## config.mk

```make
export PLATFORM = sky130hd
export DESIGN_NAME = dm_mem_top
export DESIGN_NICKNAME = d
export VERILOG_FILES = /design/src/common/dm_pkg.sv /design/src/hart_ctrl/dm_hart_flags.sv /design/src/hart_ctrl/dm_hart_ctrl_fsm.sv /design/src/hw/dm_prog_gen.sv /design/src/hw/dm_mem_decode.sv /design/src/hw/dm_mem_top.sv
export VERILOG_INCLUDE_DIRS = /design/src /design/src/common
export SDC_FILE = /design/constraint.sdc
export NUM_CORES = 1
export LEC_CHECK = 0
export BUFFER_PORTS_ARGS = -buffer_cell sky130_fd_sc_hd__buf_2
export CAP_MARGIN = 5
export CELL_PAD_IN_SITES_DETAIL_PLACEMENT = 1
export CELL_PAD_IN_SITES_GLOBAL_PLACEMENT = 1
export CORE_AREA = 2 2 224 226
export DETAILED_ROUTE_END_ITERATION = 16
export DIE_AREA = 0 0 226 228
export GPL_ROUTABILITY_DRIVEN = 0
export PLACE_DENSITY = 0.55
export SLEW_MARGIN = 15
export SYNTH_ARGS = -nofsm -noshare
export SYNTH_HDL_FRONTEND = slang
export SYNTH_HIERARCHICAL = 1
export SYNTH_SLANG_ARGS = --single-unit
```

## constraint.sdc

```tcl
create_clock -name clk_i -period 2.6 [get_ports clk_i]
set_input_delay 0.13 -clock clk_i [delete_from_list [all_inputs] [get_ports clk_i]]
set_output_delay 0.13 -clock clk_i [all_outputs]
set_load 0.01 [all_outputs]
```

## src/common/dm_consts.svh

```systemverilog
`ifndef DM_CONSTS_SVH
`define DM_CONSTS_SVH

// ---------------------------------------------------------------------------
// sizing
// ---------------------------------------------------------------------------

// harts served by this debug memory
`define DM_NR_HARTS 4
// index width of a hart, at least one bit
`define DM_HART_BITS ((`DM_NR_HARTS > 1) ? $clog2(`DM_NR_HARTS) : 1)

`define DM_DATA_COUNT 2
`define DM_PROGBUF_SIZE 8
// words of the generated abstract-command program
`define DM_ABSCMD_WORDS 10

// only the low part of the bus address is decoded
`define DM_ADDR_BITS 12
`define DM_BUS_WIDTH 32

// ---------------------------------------------------------------------------
// debug address map
// ---------------------------------------------------------------------------

// hart-written status strobes
`define DM_HALTED_ADDR 12'h100
`define DM_GOING_ADDR 12'h104
`define DM_RESUMING_ADDR 12'h108
`define DM_EXCEPTION_ADDR 12'h10C

// jump slot read by the park loop
`define DM_WHERETO_ADDR 12'h300
// abstract program sits right below the program buffer
`define DM_ABSCMD_ADDR 12'h338
`define DM_PROGBUF_ADDR 12'h360
`define DM_DATA_ADDR 12'h380
// one flag byte per hart up to 'h7FF
`define DM_FLAGS_ADDR 12'h400
`define DM_RESUME_ADDR 12'h804

`endif

```

## src/common/dm_pkg.sv

```systemverilog
package dm_pkg;

  // abstract command kinds, only access register is served here
  typedef enum logic [7:0] {
    AccessRegister = 8'h0,
    QuickAccess    = 8'h1,
    AccessMemory   = 8'h2
  } cmdtype_e;

  typedef struct packed {
    cmdtype_e    cmdtype;
    logic [23:0] control;
  } command_t;

  // control field of an access register command
  typedef struct packed {
    logic        zero1;
    logic [2:0]  aarsize;
    logic        aarpostincrement;
    logic        postexec;
    logic        transfer;
    logic        write;
    logic [15:0] regno;
  } ac_ar_cmd_t;

  // abstractcs cmderr encoding
  typedef enum logic [2:0] {
    CmdErrNone         = 3'd0,
    CmdErrNotSupported = 3'd2,
    CmdErrException    = 3'd3,
    CmdErrHaltResume   = 3'd4
  } cmderr_e;

  typedef enum logic [1:0] {
    Idle,
    Go,
    Resume,
    CmdExecuting
  } hart_state_e;

  typedef logic [31:0] word_t;

  // ---------------------------------------------------------------------------
  // rv32 instruction encodings
  // ---------------------------------------------------------------------------

  // jal with rd = x0, imm is a byte offset
  function automatic word_t enc_jal_x0(input logic [20:0] imm);
    return {imm[20], imm[10:1], imm[11], imm[19:12], 5'd0, 7'h6f};
  endfunction

  // size maps straight onto funct3 of lb/lh/lw
  function automatic word_t enc_load(input logic [2:0] size, input logic [4:0] dest,
                                     input logic [4:0] base, input logic [11:0] offset);
    return {offset, base, size, dest, 7'h03};
  endfunction

  function automatic word_t enc_store(input logic [2:0] size, input logic [4:0] src,
                                      input logic [4:0] base, input logic [11:0] offset);
    return {offset[11:5], src, base, size, offset[4:0], 7'h23};
  endfunction

  // addi x0, x0, 0
  function automatic word_t enc_nop();
    return 32'h0000_0013;
  endfunction

  function automatic word_t enc_ebreak();
    return 32'h0010_0073;
  endfunction

  // all zero is a defined illegal instruction
  function automatic word_t enc_illegal();
    return 32'h0000_0000;
  endfunction

endpackage

```

## src/hart_ctrl/dm_hart_flags.sv

```systemverilog
`timescale 1ns/10ps

module dm_hart_flags #(
  parameter bit Selectable = 1'b1
) (
  input  logic clk_i,
  input  logic rst_ni,
  input  logic halted_set_i,
  input  logic resuming_set_i,
  input  logic resumeack_clr_i,
  output logic halted_o,
  output logic resuming_o
);

  logic halted_d;
  logic resuming_d;

  always_comb begin : p_next
    halted_d   = halted_o;
    resuming_d = resuming_o;
    // ack cleared by the debugger once it saw the resume
    if (resumeack_clr_i) begin
      resuming_d = 1'b0;
    end
    if (halted_set_i) begin
      halted_d = 1'b1;
    end
    // hart left the park loop
    // resuming write beats a clear in the same cycle
    if (resuming_set_i) begin
      halted_d   = 1'b0;
      resuming_d = 1'b1;
    end
  end

  // harts that cannot be selected never report status
  always_ff @(posedge clk_i or negedge rst_ni) begin : p_flags
    if (!rst_ni) begin
      halted_o   <= 1'b0;
      resuming_o <= 1'b0;
    end else begin
      halted_o   <= Selectable & halted_d;
      resuming_o <= Selectable & resuming_d;
    end
  end

endmodule

```

## src/hart_ctrl/dm_hart_ctrl_fsm.sv

```systemverilog
`timescale 1ns/10ps
`include "dm_consts.svh"

module dm_hart_ctrl_fsm (
  input  logic                     clk_i,
  input  logic                     rst_ni,
  input  logic [`DM_HART_BITS-1:0] hartsel_i,
  input  logic                     cmd_valid_i,
  input  logic                     unsupported_i,
  input  logic [`DM_NR_HARTS-1:0]  halted_i,
  input  logic [`DM_NR_HARTS-1:0]  halted_set_i,
  input  logic [`DM_NR_HARTS-1:0]  resuming_i,
  input  logic [`DM_NR_HARTS-1:0]  haltreq_i,
  input  logic [`DM_NR_HARTS-1:0]  resumereq_i,
  input  logic                     going_i,
  input  logic                     exception_i,
  output logic                     cmdbusy_o,
  output logic                     go_o,
  output logic                     resume_o,
  output logic                     cmderror_valid_o,
  output dm_pkg::cmderr_e          cmderror_o
);
  import dm_pkg::*;

  hart_state_e state_d, state_q;

  // levels decoded from the state
  // busy only while a program is scheduled or running
  assign go_o      = (state_q == Go);
  assign resume_o  = (state_q == Resume);
  assign cmdbusy_o = (state_q == Go) || (state_q == CmdExecuting);

  always_comb begin : p_next
    state_d          = state_q;
    cmderror_valid_o = 1'b0;
    cmderror_o       = CmdErrNone;

    case (state_q)
      Idle: begin
        if (cmd_valid_i && halted_i[hartsel_i] && !unsupported_i) begin
          // hand the command to the parked hart
          state_d = Go;
        end else if (cmd_valid_i) begin
          // commands need a halted hart
          cmderror_valid_o = 1'b1;
          cmderror_o       = CmdErrHaltResume;
        end
        // resume ignored while a halt is pending or the ack is still set
        if (resumereq_i[hartsel_i] && !resuming_i[hartsel_i] &&
            !haltreq_i[hartsel_i] && halted_i[hartsel_i]) begin
          state_d = Resume;
        end
      end
      // wait for the hart to pick up the go flag
      Go: begin
        if (going_i) begin
          state_d = CmdExecuting;
        end
      end
      // program ends with ebreak, hart reports halted again
      CmdExecuting: begin
        if (halted_set_i[hartsel_i]) begin
          state_d = Idle;
        end
      end
      Resume: begin
        if (resuming_i[hartsel_i]) begin
          state_d = Idle;
        end
      end
      default: state_d = Idle;
    endcase

    // reported once with the command so cmderr can be cleared afterwards
    if (unsupported_i && cmd_valid_i) begin
      cmderror_valid_o = 1'b1;
      cmderror_o       = CmdErrNotSupported;
    end
    // exception during the program wins
    if (exception_i) begin
      cmderror_valid_o = 1'b1;
      cmderror_o       = CmdErrException;
    end
  end

  always_ff @(posedge clk_i or negedge rst_ni) begin : p_state
    if (!rst_ni) begin
      state_q <= Idle;
    end else begin
      state_q <= state_d;
    end
  end

endmodule

```

## src/hw/dm_prog_gen.sv

```systemverilog
`timescale 1ns/10ps
`include "dm_consts.svh"

module dm_prog_gen (
  input  dm_pkg::command_t                     cmd_i,
  output dm_pkg::word_t [`DM_ABSCMD_WORDS-1:0] prog_o,
  output logic                                 unsupported_o,
  output logic                                 jump_progbuf_o
);
  import dm_pkg::*;

  localparam int unsigned LastWord = `DM_ABSCMD_WORDS - 1;

  ac_ar_cmd_t ac_ar;

  assign ac_ar = ac_ar_cmd_t'(cmd_i.control);

  // no transfer but postexec: whereto jumps straight into the program buffer
  assign jump_progbuf_o = (cmd_i.cmdtype == AccessRegister) &&
                          !ac_ar.transfer && ac_ar.postexec;

  always_comb begin : p_prog
    for (int i = 0; i < `DM_ABSCMD_WORDS; i++) begin
      prog_o[i] = enc_nop();
    end
    // without a transfer the program must not be entered
    prog_o[0]        = ac_ar.transfer ? enc_nop() : enc_illegal();
    prog_o[LastWord] = enc_ebreak();
    unsupported_o    = 1'b0;

    if (cmd_i.cmdtype != AccessRegister) begin
      unsupported_o = 1'b1;
    end else if (ac_ar.aarsize >= 3'd3 || ac_ar.aarpostincrement) begin
      // only up to 32 bit, no auto increment
      unsupported_o = 1'b1;
    end else if (ac_ar.transfer) begin
      // reserved range, csr (regno[12] low) and fpr (regno[5] high)
      if (ac_ar.regno[15:14] != 2'b00 || !ac_ar.regno[12] || ac_ar.regno[5]) begin
        unsupported_o = 1'b1;
      end else if (ac_ar.write) begin
        // data register into gpr, x0 base works from the zero page
        prog_o[1] = enc_load(ac_ar.aarsize, ac_ar.regno[4:0], 5'd0,
                             12'(`DM_DATA_ADDR));
      end else begin
        // gpr into data register
        prog_o[1] = enc_store(ac_ar.aarsize, ac_ar.regno[4:0], 5'd0,
                              12'(`DM_DATA_ADDR));
      end
    end

    if (unsupported_o) begin
      // leave at once
      prog_o[0] = enc_ebreak();
    end else if (ac_ar.postexec) begin
      // fall through into the program buffer
      prog_o[LastWord] = enc_nop();
    end
  end

endmodule

```

## src/hw/dm_mem_decode.sv

```systemverilog
`timescale 1ns/10ps
`include "dm_consts.svh"

module dm_mem_decode (
  input  logic                                 clk_i,
  input  logic                                 rst_ni,
  input  logic                                 req_i,
  input  logic                                 we_i,
  input  logic [`DM_BUS_WIDTH-1:0]             addr_i,
  input  logic [`DM_BUS_WIDTH-1:0]             wdata_i,
  input  logic [`DM_BUS_WIDTH/8-1:0]           be_i,
  input  logic [`DM_HART_BITS-1:0]             hartsel_i,
  input  logic                                 clear_resumeack_i,
  input  dm_pkg::word_t [`DM_DATA_COUNT-1:0]   data_i,
  input  dm_pkg::word_t [`DM_PROGBUF_SIZE-1:0] progbuf_i,
  input  dm_pkg::word_t [`DM_ABSCMD_WORDS-1:0] prog_i,
  input  logic                                 jump_progbuf_i,
  input  logic                                 cmdbusy_i,
  input  logic                                 go_i,
  input  logic                                 resume_i,
  input  logic [`DM_NR_HARTS-1:0]              resumereq_i,
  output logic [`DM_NR_HARTS-1:0]              halted_set_o,
  output logic [`DM_NR_HARTS-1:0]              resuming_set_o,
  output logic [`DM_NR_HARTS-1:0]              resumeack_clr_o,
  output logic                                 going_o,
  output logic                                 exception_o,
  output dm_pkg::word_t [`DM_DATA_COUNT-1:0]   data_o,
  output logic                                 data_valid_o,
  output logic [`DM_BUS_WIDTH-1:0]             rdata_o
);
  import dm_pkg::*;

  localparam int unsigned AW          = `DM_ADDR_BITS;
  localparam int unsigned DataIdxBits = (`DM_DATA_COUNT > 1) ? $clog2(`DM_DATA_COUNT) : 1;
  localparam int unsigned ProgIdxBits = $clog2(`DM_PROGBUF_SIZE);
  localparam int unsigned AbsIdxBits  = $clog2(`DM_ABSCMD_WORDS);

  // last byte of each region
  localparam logic [AW-1:0] DataEnd  = AW'(`DM_DATA_ADDR + 4 * `DM_DATA_COUNT - 1);
  localparam logic [AW-1:0] ProgEnd  = AW'(`DM_PROGBUF_ADDR + 4 * `DM_PROGBUF_SIZE - 1);
  localparam logic [AW-1:0] AbsEnd   = AW'(`DM_ABSCMD_ADDR + 4 * `DM_ABSCMD_WORDS - 1);
  localparam logic [AW-1:0] FlagsEnd = AW'(`DM_FLAGS_ADDR + 12'h3FF);

  logic [AW-1:0]            addr;
  logic [`DM_HART_BITS-1:0] wdata_hartsel;
  logic [DataIdxBits-1:0]   data_idx;
  logic [ProgIdxBits-1:0]   prog_idx;
  logic [AbsIdxBits-1:0]    abs_idx;
  logic [3:0][7:0]          flag_bytes;
  word_t                    rdata_d, rdata_q;

  assign addr          = addr_i[AW-1:0];
  // harts put their own index into wdata on status writes
  assign wdata_hartsel = wdata_i[`DM_HART_BITS-1:0];

  // word index inside each region
  assign data_idx = DataIdxBits'((addr - AW'(`DM_DATA_ADDR)) >> 2);
  assign prog_idx = ProgIdxBits'((addr - AW'(`DM_PROGBUF_ADDR)) >> 2);
  assign abs_idx  = AbsIdxBits'((addr - AW'(`DM_ABSCMD_ADDR)) >> 2);

  // ---------------------------------------------------------------------------
  // write side, strobes and data merge
  // ---------------------------------------------------------------------------

  always_comb begin : p_write
    halted_set_o    = '0;
    resuming_set_o  = '0;
    resumeack_clr_o = '0;
    going_o         = 1'b0;
    exception_o     = 1'b0;
    data_valid_o    = 1'b0;
    data_o          = data_i;

    if (clear_resumeack_i) begin
      resumeack_clr_o[hartsel_i] = 1'b1;
    end

    if (req_i && we_i) begin
      case (addr) inside
        `DM_HALTED_ADDR:    halted_set_o[wdata_hartsel] = 1'b1;
        `DM_GOING_ADDR:     going_o = 1'b1;
        `DM_RESUMING_ADDR:  resuming_set_o[wdata_hartsel] = 1'b1;
        `DM_EXCEPTION_ADDR: exception_o = 1'b1;
        // hart writes a data register, only enabled bytes change
        [`DM_DATA_ADDR:DataEnd]: begin
          data_valid_o = 1'b1;
          for (int i = 0; i < `DM_BUS_WIDTH / 8; i++) begin
            if (be_i[i]) begin
              data_o[data_idx][i*8 +: 8] = wdata_i[i*8 +: 8];
            end
          end
        end
        default: ;
      endcase
    end
  end

  // ---------------------------------------------------------------------------
  // read side, registered mux
  // ---------------------------------------------------------------------------

  always_comb begin : p_read
    rdata_d    = rdata_q;
    flag_bytes = '0;

    if (req_i && !we_i) begin
      case (addr) inside
        `DM_WHERETO_ADDR: begin
          if (resumereq_i[hartsel_i]) begin
            rdata_d = enc_jal_x0(21'(`DM_RESUME_ADDR) - 21'(`DM_WHERETO_ADDR));
          end
          // a running command takes priority over resume
          if (cmdbusy_i) begin
            if (jump_progbuf_i) begin
              rdata_d = enc_jal_x0(21'(`DM_PROGBUF_ADDR) - 21'(`DM_WHERETO_ADDR));
            end else begin
              rdata_d = enc_jal_x0(21'(`DM_ABSCMD_ADDR) - 21'(`DM_WHERETO_ADDR));
            end
          end
        end
        [`DM_DATA_ADDR:DataEnd]:    rdata_d = data_i[data_idx];
        [`DM_PROGBUF_ADDR:ProgEnd]: rdata_d = progbuf_i[prog_idx];
        [`DM_ABSCMD_ADDR:AbsEnd]:   rdata_d = prog_i[abs_idx];
        // park loop polls its flag byte
        // only the selected hart sees go/resume
        [`DM_FLAGS_ADDR:FlagsEnd]: begin
          if (({addr[AW-1:2], 2'b00} - AW'(`DM_FLAGS_ADDR)) ==
              (AW'(hartsel_i) & ~AW'(3))) begin
            flag_bytes[2'(hartsel_i)] = {6'b0, resume_i, go_i};
          end
          rdata_d = flag_bytes;
        end
        default: ;
      endcase
    end
  end

  always_ff @(posedge clk_i or negedge rst_ni) begin : p_rdata
    if (!rst_ni) begin
      rdata_q <= '0;
    end else begin
      rdata_q <= rdata_d;
    end
  end

  assign rdata_o = rdata_q;

endmodule

```

## src/hw/dm_mem_top.sv

```systemverilog
`timescale 1ns/10ps
`include "dm_consts.svh"

module dm_mem_top (
  input  logic                                  clk_i,
  input  logic                                  rst_ni,
  input  logic [19:0]                           hartsel_i,
  input  logic [`DM_NR_HARTS-1:0]               haltreq_i,
  input  logic [`DM_NR_HARTS-1:0]               resumereq_i,
  input  logic                                  clear_resumeack_i,
  input  dm_pkg::word_t [`DM_PROGBUF_SIZE-1:0]  progbuf_i,
  input  dm_pkg::word_t [`DM_DATA_COUNT-1:0]    data_i,
  input  logic                                  cmd_valid_i,
  input  dm_pkg::command_t                      cmd_i,
  input  logic                                  req_i,
  input  logic                                  we_i,
  input  logic [`DM_BUS_WIDTH-1:0]              addr_i,
  input  logic [`DM_BUS_WIDTH-1:0]              wdata_i,
  input  logic [`DM_BUS_WIDTH/8-1:0]            be_i,
  output logic [`DM_NR_HARTS-1:0]               debug_req_o,
  output logic [`DM_NR_HARTS-1:0]               halted_o,
  output logic [`DM_NR_HARTS-1:0]               resuming_o,
  output dm_pkg::word_t [`DM_DATA_COUNT-1:0]    data_o,
  output logic                                  data_valid_o,
  output logic                                  cmderror_valid_o,
  output dm_pkg::cmderr_e                       cmderror_o,
  output logic                                  cmdbusy_o,
  output logic [`DM_BUS_WIDTH-1:0]              rdata_o
);
  import dm_pkg::*;

  logic [`DM_HART_BITS-1:0]          hartsel;
  logic [`DM_NR_HARTS-1:0]           halted_set;
  logic [`DM_NR_HARTS-1:0]           resuming_set;
  logic [`DM_NR_HARTS-1:0]           resumeack_clr;
  logic                              going;
  logic                              exception;
  logic                              go;
  logic                              resume;
  logic                              unsupported;
  logic                              jump_progbuf;
  word_t [`DM_ABSCMD_WORDS-1:0]      prog;

  // upper hartsel bits address harts that do not exist
  assign hartsel     = hartsel_i[`DM_HART_BITS-1:0];
  // halt requests go straight to the cores
  assign debug_req_o = haltreq_i;

  dm_mem_decode u_decode (
    .clk_i, .rst_ni, .req_i, .we_i, .addr_i, .wdata_i, .be_i,
    .hartsel_i       (hartsel),
    .clear_resumeack_i, .data_i, .progbuf_i,
    .prog_i          (prog),
    .jump_progbuf_i  (jump_progbuf),
    .cmdbusy_i       (cmdbusy_o),
    .go_i            (go),
    .resume_i        (resume),
    .resumereq_i,
    .halted_set_o    (halted_set),
    .resuming_set_o  (resuming_set),
    .resumeack_clr_o (resumeack_clr),
    .going_o         (going),
    .exception_o     (exception),
    .data_o, .data_valid_o, .rdata_o
  );

  dm_hart_ctrl_fsm u_fsm (
    .clk_i, .rst_ni,
    .hartsel_i     (hartsel),
    .cmd_valid_i,
    .unsupported_i (unsupported),
    .halted_i      (halted_o),
    .halted_set_i  (halted_set),
    .resuming_i    (resuming_o),
    .haltreq_i, .resumereq_i,
    .going_i       (going),
    .exception_i   (exception),
    .cmdbusy_o,
    .go_o          (go),
    .resume_o      (resume),
    .cmderror_valid_o, .cmderror_o
  );

  dm_prog_gen u_prog_gen (
    .cmd_i,
    .prog_o         (prog),
    .unsupported_o  (unsupported),
    .jump_progbuf_o (jump_progbuf)
  );

  // one status pair per hart
  for (genvar h = 0; h < `DM_NR_HARTS; h++) begin : gen_hart
    dm_hart_flags #(.Selectable(1'b1)) u_flags (
      .clk_i, .rst_ni,
      .halted_set_i    (halted_set[h]),
      .resuming_set_i  (resuming_set[h]),
      .resumeack_clr_i (resumeack_clr[h]),
      .halted_o        (halted_o[h]),
      .resuming_o      (resuming_o[h])
    );
  end

endmodule

```

==> results.md, run 1 <==
* Outcome: finished clean
* CP required at 2.47 ns
* Area contributors post-synth: mux4_2, buf_4, dfrtp_1
* Total GRT Usage at 0.187
* Vias/cell at 4.44
* Core Region at 49,300 sq um
* Root buf cell: clkbuf_16
* Clock network fraction of total power at 0.218
* Clk sinks at 42
* Pleak at 6.68 nW
* H-tree depth at 2
* CP cell instances: buf_4 -> buf_4 -> nor4_4 -> nand3_4 -> nor3_2 -> nand2_1 -> mux2_2 -> buf_2
* R2R Path End: u_decode/rdata_o[9]$_DFFE_PN0P_
* Worst-Skew Late Latency at 0.30 ns
* Initial Utilization at 0.227
* Setup TNS at 0 ns
* Multi-input gate area at 8500 sq um
* Reg2Reg Setup Slack at 0.68 ns
* Logic pwr share at 0.557
* Port-buffer cells at 521
* Max stage delay on crit path at 0.49 ns
* Setup CP Type: in -> out
* Slew Viols, Final at 0
* Worst-case clock skew at 0.00905 ns
* Initial antenna violation count at 14
* Top post-synthesis cells by count: buf_4, mux4_2, mux2i_1
* Netlist Area Pre-Place at 11,200 sq um
* Share of the synthesized area in the top cell type at 0.249
* Inserted Clock Buffers at 5
* Hold WC Path Type: in -> async
* Die H at 228 um
* Vias in the first global route at 11,339
* Area Growth Syn to Fin at 24.5%
* Period utilization at 0.963
* Number of primary I/O pins at 568
* Adder-Cell Fraction of Synth Area at 0.00223
* Setup bufs post-CTS at 0
* Rows at 82
* Syn Inst Count at 1,181
* Switching part of the total at 0.372
* Post-synth ARST share at 1.00
* F_max at 399 MHz
* Total power draw at 0.00309 W
* CTS tree: built
* First-pass GRT wire length at 71.5 mm
* DP HPWL at 43.8 mm
* Yosys reg bits at 42
* CP Launch Type: primary input
* Crit path DAT at 2.37 ns
* CP dominant cell by count: buf_4
* Ys flop type: dfrtp_1
* Slowest-stage cell, CP: nor4_4
* Post-Route WL at 49.8 mm
* Sequential share of the synthesized area at 0.0937
* Sequential power share at 0.225
* Bufs and invs on worst path at 3
* DRT antenna net count at 0
* Distinct cells, synth at 85
* Synth Area in Simple Gates at 0.123
* Max_cap viols at 0
* Psw at 0.00115 W
* Grt ovf at 0
* FILL cells at 6,042
* Clock-pin slew on the worst setup and hold paths at 0.06 ns
* FF+latch area at 1050 sq um
* Cell family with most CP delay: simple AND/OR/NAND/NOR gates
* WL/cell at 20.9 um
* Largest family of logic cells by synthesized area: multiplexers
* Final setup violation count at 0
* Mean Syn Cell Area at 9.50 sq um
* Mux cell area share after synthesis at 0.401
* Layout cells sized above 1 at 0.502
* Internal Power at 0.00194 W
* DIE WIDTH at 226 um
* R2R cell count at 6
* Cell with the most instances after synthesis: buf_4
* DRT Pass-1 Iters at 5
* Post-synth EDFFs at 0
* RSZ-0062 raised after global routing: false
* Die area at 51,500 sq um
* CTS Buffer Depth at 2
* DR vias at 10,599
* Final hold vios at 0
* Pin count of the biggest net entering global routing at 45
* R2r startpoint: u_fsm/state_q[0]$_DFFE_PN0P_
* DRC Markers at 0
* Hold slack at 0.00611 ns
* Nets at 2,161
* Area leader, netlist: mux4_2
* Crit-path max FO at 8
* PwrDens at 221 nW/um^2
* VDD IR max at 195 uV
* Post-synthesis xor/xnor area fraction at 0.00234
* Initial DRC Count at 391
* CP endpoint kind: primary output
* Synth warnings at 6
* Relative max-transition margin at 0.253
* Final period demand of the worst path at 2.50 ns
* Measured slew at the worst slew-check pin at 1.11 ns
* Synth Area in Compound Gates at 0.128
==> metrics by stage <==
stage	setup slack, ns	util	area [sq um]	instances
6_report	0.0957	0.283	14000	2385
5_1_grt	0.0177	0.283	14000	2384
4_1_cts	0.107	0.283	13900	2378
3_5_place_dp	-0.0123	0.280	13800	2370
3_3_place_gp	0.0234	0.280	13800	2370
2_1_floorplan	0.0117	-	12300	1473
==> worst reg2reg max path: stages, from the launching register on <==
cell and delay [ns]:
dfrtp_1 0.45, nor2b_1 0.41, a31oi_1 0.18, o22ai_1 0.20, a311oi_1 0.10, buf_4 0.18
o41ai_1 0.29
==> power by group through the flow <==
stage          Combinational (W)  Clock [W]  Sequential (W)
5_1_grt                  0.00188   0.000706        0.000698
3_3_place_gp             0.00170          0        0.000705
4_1_cts                  0.00172   0.000691        0.000696
3_5_place_dp             0.00172          0        0.000708
2_1_floorplan            0.00125          0        0.000716
6_report                 0.00172   0.000672        0.000695
==> repair_timing <==
action / 4_1_cts / 5_1_grt
hold buffers: 0 / 0
setup endpoints to repair: 0 / 1
gates resized for setup: 0 / 1
==> worst max path at each step <==
| stage | start | end | slack [ns] | cells after the start |
|---|---|---|---|---|
| after global routing | addr_i[3] | data_o[20] | 0.02 | 8 |
| final | addr_i[3] | data_o[28] | 0.1 | 8 |
| after detailed placement | addr_i[3] | u_decode/rdata_o[21]$_DFFE_PN0P_ | -0.01 | 9 |
| after global placement | cmd_i[12] | u_decode/rdata_o[9]$_DFFE_PN0P_ | 0.02 | 13 |
| after CTS | addr_i[3] | data_o[2] | 0.11 | 8 |
| after floorplan | addr_i[3] | u_decode/rdata_o[12]$_DFFE_PN0P_ | 0.01 | 12 |
==> cell families after synthesis <==
logic type / Yosys count
multiplexers: 281
other: 2
adder cells (fa/ha/maj): 2
XOR/XNOR: 3
flip-flops: 42
AND/OR/NAND/NOR: 242
AO/OA/AOI/OAI: 208
buffers and inverters: 401
==> sequential cells by signal, summed over array words and instances (netlist names) <==
signal and cells:
u_fsm/state_q 2, gen_hart.u_flags/resuming_o 4, u_decode/rdata_o 32, gen_hart.u_flags/halted_o 4
==> cell usage in the layout, fill, tap and decap left out, drive strengths merged, types with 15 or more instances in the layout <==
cell	n
o22ai	15
a211oi	23
dfrtp	42
a21oi	43
o21ai	55
nor3	32
nand3	15
nor2	52
buf	610
mux2	79
inv	16
mux4	126
nor4	15
mux2i	76
conb	294
nand2	71
==> area by class of cell <==
type	instances	share of cell area
clock buffer	7	0.0102
timing repair buffer	610	0.240
sequential	42	0.0752
tap	672	0.0602
multi-input combinational	1030	0.608
inverter	16	0.00430
clock inverter	1	0.000627
antenna	7	0.00125
==> per-layer routing <==
metal  part of all wire  wire length, um  track usage  vias up
met5             0.0013               64            0        -
met4              0.033             1620       0.0668       10
met3              0.054             2710       0.0283       68
met2               0.51            25200        0.339      334
met1               0.41            20200        0.221     5258
li1                   -                -            -     4929
(Power assumes the default switching activity.)
==> run 2, diff against run 1 <==
--- a/config.mk
+++ b/config.mk
@@ -16,2 +16,3 @@
 export GPL_ROUTABILITY_DRIVEN = 0
+export GPL_TIMING_DRIVEN = 1
 export PLACE_DENSITY = 0.55
==> constraint.sdc (replaced) <==
create_clock -name clk_i -period 2.6 [get_ports clk_i]
set_input_delay 0.52 -clock clk_i [delete_from_list [all_inputs] [get_ports clk_i]]
set_output_delay 0.52 -clock clk_i [all_outputs]
set_load 0.01 [all_outputs]
==> results.md, run 2 (synthesized netlist as in run 1, its figures left out) <==
* Final period demand of the worst path at 2.66 ns (+0.157 ns)
* Root buf cell: clkbuf_16
* CTS tree: built
* DRT antenna net count at 0 (unchanged)
* Final setup violation count at 19 (+19)
* Hold WC Path Type: in -> async
* Final hold vios at 0 (unchanged)
* Initial DRC Count at 463 (+18%)
* Rows at 82 (unchanged)
* Internal Power at 0.00209 W (+8.1%)
* DR vias at 10,918 (+3.0%)
* Psw at 0.00116 W (+0.74%)
* Nets at 2,243 (+3.8%)
* Outcome: complete, but fails checks
* Clock network fraction of total power at 0.221 (+0.003)
* CP Launch Type: primary input
* Grt ovf at 0 (unchanged)
* Sequential power share at 0.214 (-0.011)
* F_max at 376 MHz (-5.9%)
* Critical Path Source: addr_i[10]
* Vias in the first global route at 11,661 (+2.8%)
* H-tree depth at 2 (unchanged)
* Crit path DAT at 2.14 ns (-0.23 ns)
* Total power draw at 0.00325 W (+5.3%)
* Commonest non-fill, non-tap cell in the layout: buf_2
* Initial Utilization at 0.227 (unchanged)
* Layout cells sized above 1 at 0.539 (+0.0368)
* Measured slew at the worst slew-check pin at 0.618 ns (-0.497 ns)
* Most frequent cells in the layout: buf_2, conb_1, buf_4
* DRC Markers at 0 (unchanged)
* First-pass GRT wire length at 74.3 mm (+3.9%)
* PwrDens at 216 nW/um^2 (-2.4%)
* Violated checks: setup timing
* VDD IR max at 208 uV (+6.3%)
* Logic pwr share at 0.566 (+0.009)
* Period utilization at 1.02 (+0.0604)
* RSZ-0062 raised after global routing: true
* R2R cell count at 6 (unchanged)
* Switching part of the total at 0.356 (-0.0163)
* CTS hold repair buffers at 0 (unchanged)
* CP endpoint kind: primary output
* CTS Buffer Depth at 2 (unchanged)
* Inserted Clock Buffers at 5 (unchanged)
* Crit-path max FO at 6 (-2)
* Number of primary I/O pins at 568 (unchanged)
* Worst-case clock skew at 0.00605 ns (-0.00300 ns)
* Initial antenna violation count at 12 (-2)
* DRT Pass-1 Iters at 6 (+1)
* Pleak at 7.25 nW (+8.5%)
* CP required at 2.08 ns (-0.39 ns)
* Slew Viols, Final at 0 (unchanged)
* DIE WIDTH at 226 um (unchanged)
* Worst-Skew Late Latency at 0.29 ns (about the same)
* Final setup margin at -0.0613 ns (-0.157 ns)
* Total GRT Usage at 0.192 (+0.00496)
* R2r startpoint: u_fsm/state_q[0]$_DFFE_PN0P_
* Die H at 228 um (unchanged)
* Setup TNS at -0.376 ns (-0.376 ns)
* Vias/cell at 4.43 (-0.29%)
* Die area at 51,500 sq um (unchanged)
* Clock-pin slew on the worst setup and hold paths at 0.06 ns (about the same)
* Setup CP Type: in -> out
* Area Growth Syn to Fin at 34.4%
* Post-Route WL at 50.8 mm (+2.1%)
* Core Region at 49,300 sq um (unchanged)
* Largest register FFs at 32 (unchanged)
* Max_cap viols at 0 (unchanged)
* Clk sinks at 42 (unchanged)
* Pin count of the biggest net entering global routing at 43 (-4.4%)
* WL/cell at 20.6 um (-1.1%)
* DP HPWL at 45.1 mm (+2.9%)
* Port-buffer cells at 521 (unchanged)
* Relative max-transition margin at 0.586 (+0.334)
run 2: cell count changes in the layout (fill, tap and decap cells not counted), sizes merged:
| cell | change |
|---|---|
| bufinv | +1 |
| inv | -1 |
| diode | -3 |
| buf | +82 |
run 2: repair_timing:
item	in CTS	in global routing
gates resized for setup	46	37
pin swaps	9	9
endpoints found under the setup margin	66	79
buffers inserted	5	3
run 2: path summary, 6_finish.rpt:
path                       slack (ns)                               end
min in group clk_i               0.49  u_decode/rdata_o[10]$_DFFE_PN0P_
hold reg to reg                  0.49  u_decode/rdata_o[10]$_DFFE_PN0P_
setup / recovery                -0.06                        data_o[22]
max in group asynchronous        1.70  u_decode/rdata_o[16]$_DFFE_PN0P_
setup reg to reg                 0.61   u_decode/rdata_o[9]$_DFFE_PN0P_
hold / removal                   0.19  u_decode/rdata_o[11]$_DFFE_PN0P_
run 2: critical path, cell delays in order:
cell and delay [ns]:
buf_8 0.10, nor4bb_4 0.27, buf_4 0.16, nand3_4 0.11, nor3_4 0.15, buf_6 0.19, nand2_4 0.06, buf_8 0.13
mux2_4 0.30, buf_6 0.12
run 2: per-stage QoR:
step	area (sq um)	instances	setup WS [ns]	util	hold slack, ns
floorplan	12400	1473	-0.191	-	0.224
detailed placement	14500	2446	-0.354	0.293	0.480
CTS	14900	2458	-0.110	0.301	0.202
finish	15100	2464	-0.0613	0.306	0.191
global placement	14500	2446	-0.369	0.293	0.472
global route	15100	2462	-0.138	0.306	0.224
run 2: layer usage:
layer / vias up / GRT usage / wire length, um
met5: - / 0 / 103
met3: 42 / 0.0211 / 2250
met1: 5479 / 0.230 / 20800
met4: 16 / 0.0255 / 507
li1: 5092 / - / -
met2: 289 / 0.370 / 27200
run 2: final cells by class:
cell class                      instances  area (sq um)
Antenna cell                            4          10.0
Clock buffer                            7           133
Clock inverter                          1          30.0
Fill cell                            5984         34300
Inverter                               16          62.6
Multi-Input combinational cell       1030          8750
Sequential cell                        42          1050
Tap cell                              672           841
Timing Repair Buffer                  692          4210
run 2: power groups by stage:
stage / Combinational [W] / Clock (W) / Sequential, W
after floorplan: 0.00126 / 0 / 0.000716
after global placement: 0.00175 / 0 / 0.000704
after detailed placement: 0.00177 / 0 / 0.000706
after CTS: 0.00181 / 0.000738 / 0.000694
after global routing: 0.00200 / 0.000764 / 0.000697
final: 0.00184 / 0.000718 / 0.000694
==> run 3, diff against run 2 <==
Settings changed: SKIP_LAST_GASP set to 1.
==> results.md, run 3 (synthesized netlist as in run 1, its figures left out) <==
* Switching part of the total at 0.357 (+0.000876)
* F_max at 377 MHz (+0.38%)
* Crit path DAT at 2.13 ns (about the same)
* Clk sinks at 42 (unchanged)
* Crit-path max FO at 6 (unchanged)
* Reg2Reg Setup Slack at 0.61 ns (about the same)
* Multi-input gate area at 8760 sq um (+0.14%)
* Outcome: complete, but fails checks
* Pin count of the biggest net entering global routing at 43 (unchanged)
* Vias/cell at 4.43 (about the same)
* Setup CP Type: in -> out
* Post-Place Setup Slack at -0.354 ns (unchanged)
* Largest register FFs at 32 (unchanged)
* Sequential power share at 0.213 (about the same)
* Post-Route WL at 50.8 mm (about the same)
* RSZ-0062 raised after global routing: true
* Setup TNS at -0.255 ns (+0.121 ns)
* Initial antenna violation count at 12 (unchanged)
* Final setup violation count at 11 (-8)
* DP HPWL at 45.1 mm (unchanged)
* Initial DRC Count at 456 (-1.5%)
* Worst-Skew Late Latency at 0.29 ns (about the same)
* Hold WC Path Type: in -> async
* Cell Count, Final, Fillers Out at 2,464 (unchanged)
* WL/cell at 20.6 um (about the same)
* First-pass GRT wire length at 74.3 mm (unchanged)
* Critical Path Source: addr_i[10]
* Die H at 228 um (unchanged)
* Layout cells sized above 1 at 0.539 (+0.000559)
* FILL cells at 5,983 (-0.017%)
* Inst Count DP at 2,446 (unchanged)
* Clock-pin slew on the worst setup and hold paths at 0.06 ns (about the same)
* CTS hold repair buffers at 0 (unchanged)
* R2R Path End: u_decode/rdata_o[9]$_DFFE_PN0P_
* Hold slack at 0.185 ns (-0.00557 ns)
* CP Launch Type: primary input
* Commonest non-fill, non-tap cell in the layout: buf_2
* Final Util at 0.306 (about the same)
* Inserted Clock Buffers at 5 (unchanged)
* CP required at 2.08 ns (about the same)
* DRC Markers at 0 (unchanged)
* DR vias at 10,912 (-0.055%)
* R2r startpoint: u_fsm/state_q[0]$_DFFE_PN0P_
* Root buf cell: clkbuf_16
* Rows at 82 (unchanged)
* Final setup margin at -0.0511 ns (+0.0101 ns)
* Measured slew at the worst slew-check pin at 0.616 ns (-0.00177 ns)
* CP endpoint kind: primary output
* Slew Viols, Final at 0 (unchanged)
* Nets at 2,243 (unchanged)
* VDD IR max at 211 uV (+1.7%)
* Critical Path End: data_o[22]
* R2R cell count at 6 (unchanged)
* Core Region at 49,300 sq um (unchanged)
* CTS Buffer Depth at 2 (unchanged)
* Max_cap viols at 0 (unchanged)
* FF+latch area at 1050 sq um (unchanged)
* Internal Power at 0.00210 W (about the same)
* Grt ovf at 0 (unchanged)
* Psw at 0.00116 W (+0.47%)
* H-tree depth at 2 (unchanged)
* Initial Utilization at 0.227 (unchanged)
* Area Growth Syn to Fin at 34.6% (about the same)
* Total GRT Usage at 0.192 (unchanged)
* Relative max-transition margin at 0.588 (+0.00118)
* Port-buffer cells at 521 (unchanged)
* DIE WIDTH at 226 um (unchanged)
* Final hold vios at 0 (unchanged)
* Vias in the first global route at 11,661 (unchanged)
* Violated checks: setup timing
* Logic pwr share at 0.565 (about the same)
* PwrDens at 216 nW/um^2 (+0.14%)
* DRT antenna net count at 0 (unchanged)
* Most frequent cells in the layout: buf_2, conb_1, buf_4
* Pleak at 7.25 nW (about the same)
* Final period demand of the worst path at 2.65 ns (-0.0101 ns)
* Worst-case clock skew at 0.00623 ns (+0.000177 ns)
* Die area at 51,500 sq um (unchanged)
* Number of primary I/O pins at 568 (unchanged)
* Period utilization at 1.02 (-0.00389)
* CTS tree: built
* DRT Pass-1 Iters at 4 (-2)
* Clock network fraction of total power at 0.221 (about the same)
==> run 3: changes by cell type in the layout (fill, tap and decap cells not counted) <==
cell / delta
mux2i_2: -1
mux2i_4: +1
o21ai_1: -1
o21ai_2: +1
==> run 3: power by group through the flow <==
| stage | combinational (W) | sequential, W | clock (W) |
|---|---|---|---|
| finish | 0.00184 | 0.000694 | 0.000722 |
| detailed placement | 0.00177 | 0.000706 | 0 |
| CTS | 0.00181 | 0.000694 | 0.000738 |
| global route | 0.00201 | 0.000697 | 0.000764 |
| floorplan | 0.00126 | 0.000716 | 0 |
| global placement | 0.00175 | 0.000704 | 0 |
==> run 3: stage by stage <==
step,cell area (sq um),total power (W)
final,15100,0.00326
after floorplan,12400,0.00198
after global routing,15100,0.00347
after detailed placement,14500,0.00248
after CTS,14900,0.00324
after global placement,14500,0.00246
==> run 3: critical path, stage by stage <==
cell      delay [ns]
buf_8           0.10
nor4bb_4        0.27
buf_4           0.16
nand3_4         0.11
nor3_4          0.15
buf_6           0.19
nand2_4         0.06
buf_8           0.13
mux2_4          0.30
buf_6           0.12
==> run 3: how the worst min path moves through the flow <==
stage,start,cells after the start,slack (ns),to
2_1_floorplan,rst_ni,0,0.22,gen_hart[0].u_flags/halted_o$_DFFE_PN0P_
3_3_place_gp,u_decode/rdata_o[25]$_DFFE_PN0P_,1,0.47,u_decode/rdata_o[25]$_DFFE_PN0P_
3_5_place_dp,u_decode/rdata_o[7]$_DFFE_PN0P_,1,0.48,u_decode/rdata_o[7]$_DFFE_PN0P_
4_1_cts,rst_ni,1,0.20,u_decode/rdata_o[13]$_DFFE_PN0P_
5_1_grt,rst_ni,1,0.22,u_decode/rdata_o[13]$_DFFE_PN0P_
6_report,rst_ni,1,0.19,u_decode/rdata_o[11]$_DFFE_PN0P_
==> run 3: final cells by class <==
type | count | area share
flip-flops and latches | 42 | 0.0696
repair buffers | 692 | 0.279
diodes | 4 | 0.000663
clock inverters | 1 | 0.00199
well taps | 672 | 0.0557
clock buffers | 7 | 0.00878
multi-input cells | 1030 | 0.580
inverters | 16 | 0.00414
==> run 3: metal layers <==
metal  GRT usage  vias up  share of wire
met5           0        -         0.0020
met4      0.0255       16          0.010
met3      0.0211       41          0.046
met2       0.370      290           0.53
met1       0.230     5474           0.41
li1            -     5091              -
==> run 3: what timing repair did <==
| item | in CTS | in global routing |
|---|---|---|
| setup buffers | 5 | 3 |
| pin swaps | 9 | 9 |
| setup endpoints to repair | 66 | 79 |
| gates resized for setup | 44 | 41 |
